$ cat src/design/sampler_pkg.sv
`default_nettype none

////////////////////
// Sampler shared types
////////////////////

package sampler_pkg;

    // Geometry of the sampler
    localparam int N_CH            = 16;  // Input channels
    localparam int WINDOW          = 64;  // Samples kept per channel
    localparam int SYNC_STAGES_DEF = 2;   // Default synchronizer depth

    // One bit per channel
    // Raw pin levels and detection strobes
    typedef logic [N_CH-1:0] ch_bits_t;

    // History of one channel
    // Bit WINDOW-1 newest, bit 0 oldest
    typedef logic [WINDOW-1:0] window_t;

    // All channel windows side by side, channel c in element c
    typedef window_t [N_CH-1:0] frame_t;

    // Event output of the sampler
    typedef struct packed {
        logic   ready;  // High for the single capture cycle
        frame_t frame;  // Snapshot, zero outside the capture cycle
    } capture_t;

    // Read FSM states
    typedef enum logic [1:0] {
        STAND_BY = 2'd0,  // Idle, watching trig
        READING  = 2'd1,  // Snapshot taken on next edge
        WAITING  = 2'd2   // Held until downstream acknowledge
    } read_state_t;

endpackage

`default_nettype wire

$ cat src/design/pulse_sync.sv
`timescale 1ns/10ps
`default_nettype none

////////////////////
// Channel synchronizer and edge detect
////////////////////

module pulse_sync #(
    parameter int SYNC_STAGES = 2  // Metastability flops in the chain
) (
    input  logic clk_500,
    input  logic rst,
    input  logic pulse_n,  // Active-low pulse, asynchronous
    output logic det       // One-cycle strobe per falling edge
);

    logic [SYNC_STAGES-1:0] sync_q;  // Inverted level, stage 0 first
    logic                   hist_q;  // Previous synchronized level

    // Synchronizer chain on the inverted level
    // Cleared value is "pin high", so nothing fires out of reset
    always_ff @(posedge clk_500) begin
        if (rst) begin
            sync_q <= '0;
        end else begin
            sync_q[0] <= ~pulse_n;  // Active-high from here on
            for (int i = 1; i < SYNC_STAGES; i++) begin
                sync_q[i] <= sync_q[i-1];
            end
        end
    end

    ////////////////////
    // Edge detect
    ////////////////////

    // Rising edge of the inverted level = falling edge on the pin
    always_ff @(posedge clk_500) begin
        if (rst) begin
            hist_q <= 1'b0;
            det    <= 1'b0;
        end else begin
            hist_q <= sync_q[SYNC_STAGES-1];
            det    <= sync_q[SYNC_STAGES-1] & ~hist_q;  // Registered strobe
        end
    end

    // A held low level must not retrigger
    a_det_single : assert property (
        @(posedge clk_500) disable iff (rst)
        det |=> !det
    ) else $error("pulse_sync: det high for two consecutive cycles");

    // Strobe only after the pin was seen low through the whole chain
    a_det_cause : assert property (
        @(posedge clk_500) disable iff (rst)
        $rose(det) |-> $past(!pulse_n, SYNC_STAGES + 1)
    ) else $error("pulse_sync: det without a preceding low level");

endmodule

`default_nettype wire

$ cat src/design/window_shifter.sv
`timescale 1ns/10ps
`default_nettype none

////////////////////
// Per-channel pulse history
////////////////////

module window_shifter (
    input  logic                  clk_500,
    input  logic                  rst,
    input  sampler_pkg::ch_bits_t det,     // Strobes from the synchronizers
    output sampler_pkg::frame_t   window   // Current history of all channels
);

    import sampler_pkg::*;

    frame_t window_next;  // Shifted copy, one entry per channel

    // Deserializer per channel
    // Newest strobe enters at the top, everything moves toward bit 0
    always_comb begin
        for (int c = 0; c < N_CH; c++) begin
            window_next[c] = {det[c], window[c][WINDOW-1:1]};  // Oldest bit drops out
        end
    end

    // One shift per edge, no enable
    // Keeps running through captures and acknowledge waits
    always_ff @(posedge clk_500) begin
        if (rst) begin
            window <= '0;  // Empty history
        end else begin
            window <= window_next;
        end
    end

endmodule

`default_nettype wire

$ cat src/design/event_capture.sv
`timescale 1ns/10ps
`default_nettype none

////////////////////
// Trigger capture FSM
////////////////////

// Stand by, take one snapshot, then hold until the event is acknowledged.
// Triggers outside STAND_BY are dropped on purpose so a frame is never
// overwritten before downstream has saved it.

module event_capture (
    input  logic                  clk_500,
    input  logic                  rst,
    input  sampler_pkg::frame_t   window,       // Live history from the shifter
    input  logic                  trig,         // Capture request, level
    input  logic                  event_saved,  // Downstream acknowledge, level
    output sampler_pkg::capture_t evt           // Registered event output
);

    import sampler_pkg::*;

    read_state_t read_state;       // Current state
    read_state_t read_state_next;
    capture_t    evt_next;         // Zero unless this is the capture cycle

    ////////////////////
    // Next state
    ////////////////////

    always_comb begin
        read_state_next = read_state;  // Hold by default
        evt_next        = '0;          // Frame reads zero outside capture

        case (read_state)
            STAND_BY: begin
                if (trig) begin
                    read_state_next = READING;  // Snapshot on next edge
                end
            end

            READING: begin
                // Window as it stands between the two edges
                evt_next.ready  = 1'b1;
                evt_next.frame  = window;
                read_state_next = WAITING;
            end

            WAITING: begin
                if (event_saved) begin
                    read_state_next = STAND_BY;  // Acknowledged, rearm
                end
            end

            default: begin
                read_state_next = STAND_BY;  // Unused encoding
            end
        endcase
    end

    ////////////////////
    // Registers
    ////////////////////

    always_ff @(posedge clk_500) begin
        if (rst) begin
            read_state <= STAND_BY;
            evt        <= '0;  // Ready low, frame empty
        end else begin
            read_state <= read_state_next;
            evt        <= evt_next;
        end
    end

    ////////////////////
    // Checks
    ////////////////////

    // One-cycle ready pulse per capture
    a_ready_once : assert property (
        @(posedge clk_500) disable iff (rst)
        evt.ready |=> !evt.ready
    ) else $error("event_capture: ready high for more than one cycle");

    // Frame is only valid together with ready
    a_frame_zero : assert property (
        @(posedge clk_500) disable iff (rst)
        !evt.ready |-> (evt.frame == '0)
    ) else $error("event_capture: frame nonzero while ready low");

    // Ready must come out of a READING cycle
    a_ready_src : assert property (
        @(posedge clk_500) disable iff (rst)
        evt.ready |-> ($past(read_state) == READING)
    ) else $error("event_capture: ready without a preceding READING state");

endmodule

`default_nettype wire

$ cat src/design/sampler_top.sv
`timescale 1ns/10ps
`default_nettype none

////////////////////
// Pulse sampler top
////////////////////

// Pin to window latency is SYNC_STAGES+1 edges,
// trigger to event is 2 edges.

module sampler_top #(
    parameter int SYNC_STAGES = sampler_pkg::SYNC_STAGES_DEF  // Per-channel sync depth
) (
    input  logic                  clk_500,
    input  logic                  rst,
    input  sampler_pkg::ch_bits_t ch_n,         // Buffered pins, active-low pulses
    input  logic                  trig,         // Capture request level
    input  logic                  event_saved,  // Downstream acknowledge level
    output sampler_pkg::capture_t evt           // Event strobe and frame
);

    import sampler_pkg::*;

    ch_bits_t det;     // One-cycle strobes, one per channel
    frame_t   window;  // Live pulse history

    ////////////////////
    // Input synchronizers
    ////////////////////

    for (genvar c = 0; c < N_CH; c++) begin : g_sync
        pulse_sync #(
            .SYNC_STAGES (SYNC_STAGES)
        ) i_pulse_sync (
            .clk_500 (clk_500),
            .rst     (rst),
            .pulse_n (ch_n[c]),
            .det     (det[c])
        );
    end

    ////////////////////
    // History and capture
    ////////////////////

    window_shifter i_window_shifter (
        .clk_500 (clk_500),
        .rst     (rst),
        .det     (det),
        .window  (window)
    );

    event_capture i_event_capture (
        .clk_500     (clk_500),
        .rst         (rst),
        .window      (window),
        .trig        (trig),
        .event_saved (event_saved),
        .evt         (evt)
    );

endmodule

`default_nettype wire

$ cat config.mk
export PLATFORM = sky130hd
export DESIGN_NAME = sampler_top
export DESIGN_NICKNAME = d
export VERILOG_FILES = /design/src/design/sampler_pkg.sv /design/src/design/pulse_sync.sv /design/src/design/window_shifter.sv /design/src/design/event_capture.sv /design/src/design/sampler_top.sv
export SDC_FILE = /design/constraint.sdc
export NUM_CORES = 2
export LEC_CHECK = 0
export ABC_CLOCK_PERIOD_IN_PS = 1200
export BUFFER_PORTS_ARGS = -buffer_cell sky130_fd_sc_hd__buf_4
export CAP_MARGIN = 20
export CORE_AREA = 2 2 410 412
export CTS_CLUSTER_DIAMETER = 50
export CTS_CLUSTER_SIZE = 10
export DETAILED_ROUTE_END_ITERATION = 10
export DIE_AREA = 0 0 412 414
export PLACE_DENSITY = 0.57
export SYNTH_ARGS = -nofsm -noshare
export SYNTH_HDL_FRONTEND = slang
export SYNTH_SLANG_ARGS = --single-unit
$ cat constraint.sdc
create_clock -name clk_500 -period 1.2 [get_ports clk_500]
set_input_delay 0.24 -clock clk_500 [delete_from_list [all_inputs] [get_ports clk_500]]
set_output_delay 0.24 -clock clk_500 [all_outputs]
set_load 0.05 [all_outputs]
==> results.md <==
* Pint at about 110 mW
* Total core area at 166,300 um2
* Grt ovf at 0
* Reg2reg start: i_event_capture.read_state[1]
* Worst Hold Class: in2reg
* Switching Fraction at 21.15%
* Residual DRC count at 0
* Worst skew pair latency at 860 ps
* Max_slew headroom at 59.03%
* Routed WL at 159,600 um
* Clock input transition at the sequential cells of the worst setup and hold paths at 50 ps
* Critical Path Start: i_event_capture.evt[639]
* Final Worst Setup Slack at -456.6 ps
* Min-delay src: ch_n[4]
* Dpl hpwl at 111,000 um
* Via Count at 35,000
* Comb power frac at 2.4%
* Die Ht at 414 um
* Worst-path cell chain: buf_8
* Max Slew Vio Count at 0
* Drt first pass iters at 5
* CP top delay family: flip-flops
* Met2 WL post-DR at a little under 80,000 um
* Vias in the first global route at 36,220
* Total power draw at 135.4 mW
* Post-synthesis cell count at around 4,600
* Fill cells at 13,660
* Netlist cell types at 15
* RD Place Congestion at 0.8325
* DP Area at roughly 71,000 um2
* Final Instance Area at 87,010 um2
* Hold Fails Final Rpt at 0
* CP Capture Type: output pin
* Top routing layer in use: met5
* TritonCTS buffer count at 236
* Biggest area consumer among synthesized cells: dfxtp_1
* Top post-synthesis cells by area: dfxtp_1 (72%), nor2b_1 (12%), nor3b_1 (11%)
* Core Util, Final at a little over half
* Area growth, synth to finish at 48.06%
* DRT antenna net count at 0
* Clock power frac at 45.9%
* Leakage at 33.21 nW
* Layout cells sized above 1 at a little under half
* CP Data Required Time at between 900 and 1000 ps
* Met3 wire length at 11,340 um
* #FFs+latches synth at about 2,100
* Top_reg_cell synth: dfxtp_1
* Worst-margin pin slew at between 600 and 700 ps
* Yosys top cell area share at 72.05%
* Post-layout min period at around 1700 ps
* Clock skew at 43.13 ps
* Multi-input logic area at 14,910 um2
* Vias per inst at 4.355
* RSZ-0062 raised after global routing: yes
* Setup violators final at 1,877
* Mapped Area at 58,760 um2
* Number of setup buffers added after CTS at 0
* PortBufs at 1,044
* # IOs at 1,045
* Syn Nets at 4,590
* Post-synth top cells: dfxtp_1 (2,115), nor2b_1 (1,134), nor3b_1 (846), clkbuf_1 (185), buf_2 (131)
* WL met1 at 65,150 um
* Status: complete, but fails checks
* CP Max Fanout at 1
* Final Cycle Share at 138.1%
* Synth Warn # at 0
* Maxcap violations at 0
* Initial Util at ~35%
* DR WL/cell at approximately 20 um
* NetSw at 28.64 mW
* Final hold slack at 101.0 ps
* Ys async rst share at 0%
* Die W at 412 um
* CTS tree: built
* Final nets at between 5,000 and 6,000
* Failing checks: setup timing
* Slowest CP cell: dfxtp_4
* WP buf/inv at 1
* Power per Cell Area at 1556 nW/um2
* Peak VDD IR at 1.451 mV
* Sequential element share of the synthesized area at 72.05%
* Largest net degree at the start of global routing at 63
* H-tree levels at 4
* Placed Cells incl. Taps at 7,725
* Avg Inst Size Synth at between 10 and 15 um2
* CTS sink count at 2,115
* CP Class: reg2out
* Total track usage at between 10% and 20%
* Global-route wire length before repair at 233,900 um
* Arrival @ worst endpoint at 1420 ps
* Most frequent cell after synthesis: dfxtp_1
* Sequential Area at 44,030 um2
* Antenna violations before repair at 9
* Startpoint types: register
* Number of synthesized flops with an enable pin at 0
* Drt initial violations at 1,707
* Largest stage delay on the critical path at 400 ps
* Row count at 150
* Flop pwr share at 51.7%
* Root Buffer: clkbuf_16
* Die footprint at 170,600 um2
* CTS Buffer Depth at 3
* Max Clk Rate at 603.6 MHz
* Final cell count without fillers at 8,037
routing by layer:
| layer | track usage (%) | vias to the layer above |
|---|---|---|
| met2 | 30.15 | 965 |
| met1 | 21.57 | 16770 |
| met3 | 6.020 | 281 |
| met4 | 7.732 | 8 |
| met5 | 0 | - |
| li1 | - | 16980 |
tightest hold or removal path, stage by stage:
cell and delay (ps):
dlygate4sd3_1 520, buf_4 110, nor2_1 40
registers in the layout (all words and copies together), names as in the netlist:
signal and flops:
i_event_capture.read_state 2, g_sync.i_pulse_sync.sync_q 32, i_event_capture.evt 1025, g_sync.i_pulse_sync.hist_q 16, i_window_shifter.window 1024, g_sync.i_pulse_sync.det 16
what timing repair did:
item / 4_1_cts / 5_1_grt
endpoints found under the hold margin: 201 / 0
gates resized for setup: 2967 / 284
setup endpoints to repair: 1910 / 2162
hold buffers: 33 / 0
cells by family (layout without fill, tap and decap cells):
kind of cell,after synthesis,count (layout),synth area share (%)
other cells,0,5,0
simple gates,2116,2116,25.34
flops,2115,2115,72.05
buf+inv,338,1596,2.593
compound gates,1,1,0.008509
placed cells by master (no fill, tap or decap), types with 16 or more instances in the layout:
master / n
and2_1: 16
buf_12: 157
buf_4: 185
buf_6: 66
buf_8: 882
clkbuf_16: 238
dfxtp_1: 1090
dfxtp_2: 864
dfxtp_4: 161
dlygate4sd3_1: 28
nor2_1: 16
nor2b_1: 1134
nor3b_1: 846
nor3b_2: 100
area by class of cell:
class / count / area share (%)
clock inverters: 23 / 0.3940
flip-flops and latches: 2115 / 50.60
clock buffers: 251 / 6.993
diodes: 5 / 0.01438
well taps: 2204 / 3.169
multi-input cells: 2117 / 17.14
repair buffers: 1322 / 21.69
worst paths after layout:
check,end,slack (ps),cells after the start
min reg2reg,g_sync[10].i_pulse_sync.det,380,1
min,g_sync[4].i_pulse_sync.sync_q[0],100,3
max reg2reg,i_event_capture.evt[353],-380,5
max,evt[639],-460,1
power groups by stage:
| stage | Clock (mW) | Combinational, mW | Sequential, mW |
|---|---|---|---|
| after CTS | 63.8 | 3.29 | 70.1 |
| after floorplan | 0 | 1.77 | 71.9 |
| after global routing | 66.6 | 3.53 | 70.0 |
| final | 62.1 | 3.25 | 70.0 |
| after detailed placement | 0 | 3.14 | 71.9 |
| after global placement | 0 | 3.12 | 71.9 |
through the flow:
stage               TNS (ps)  setup slack, ps
detailed placement   -100060           -359.7
global route         -609200           -541.5
global placement      -97690           -354.7
floorplan              -1855           -18.77
CTS                  -594570           -578.7
finish               -461170           -456.6
Note: power is estimated with default switching activity, not from simulation.
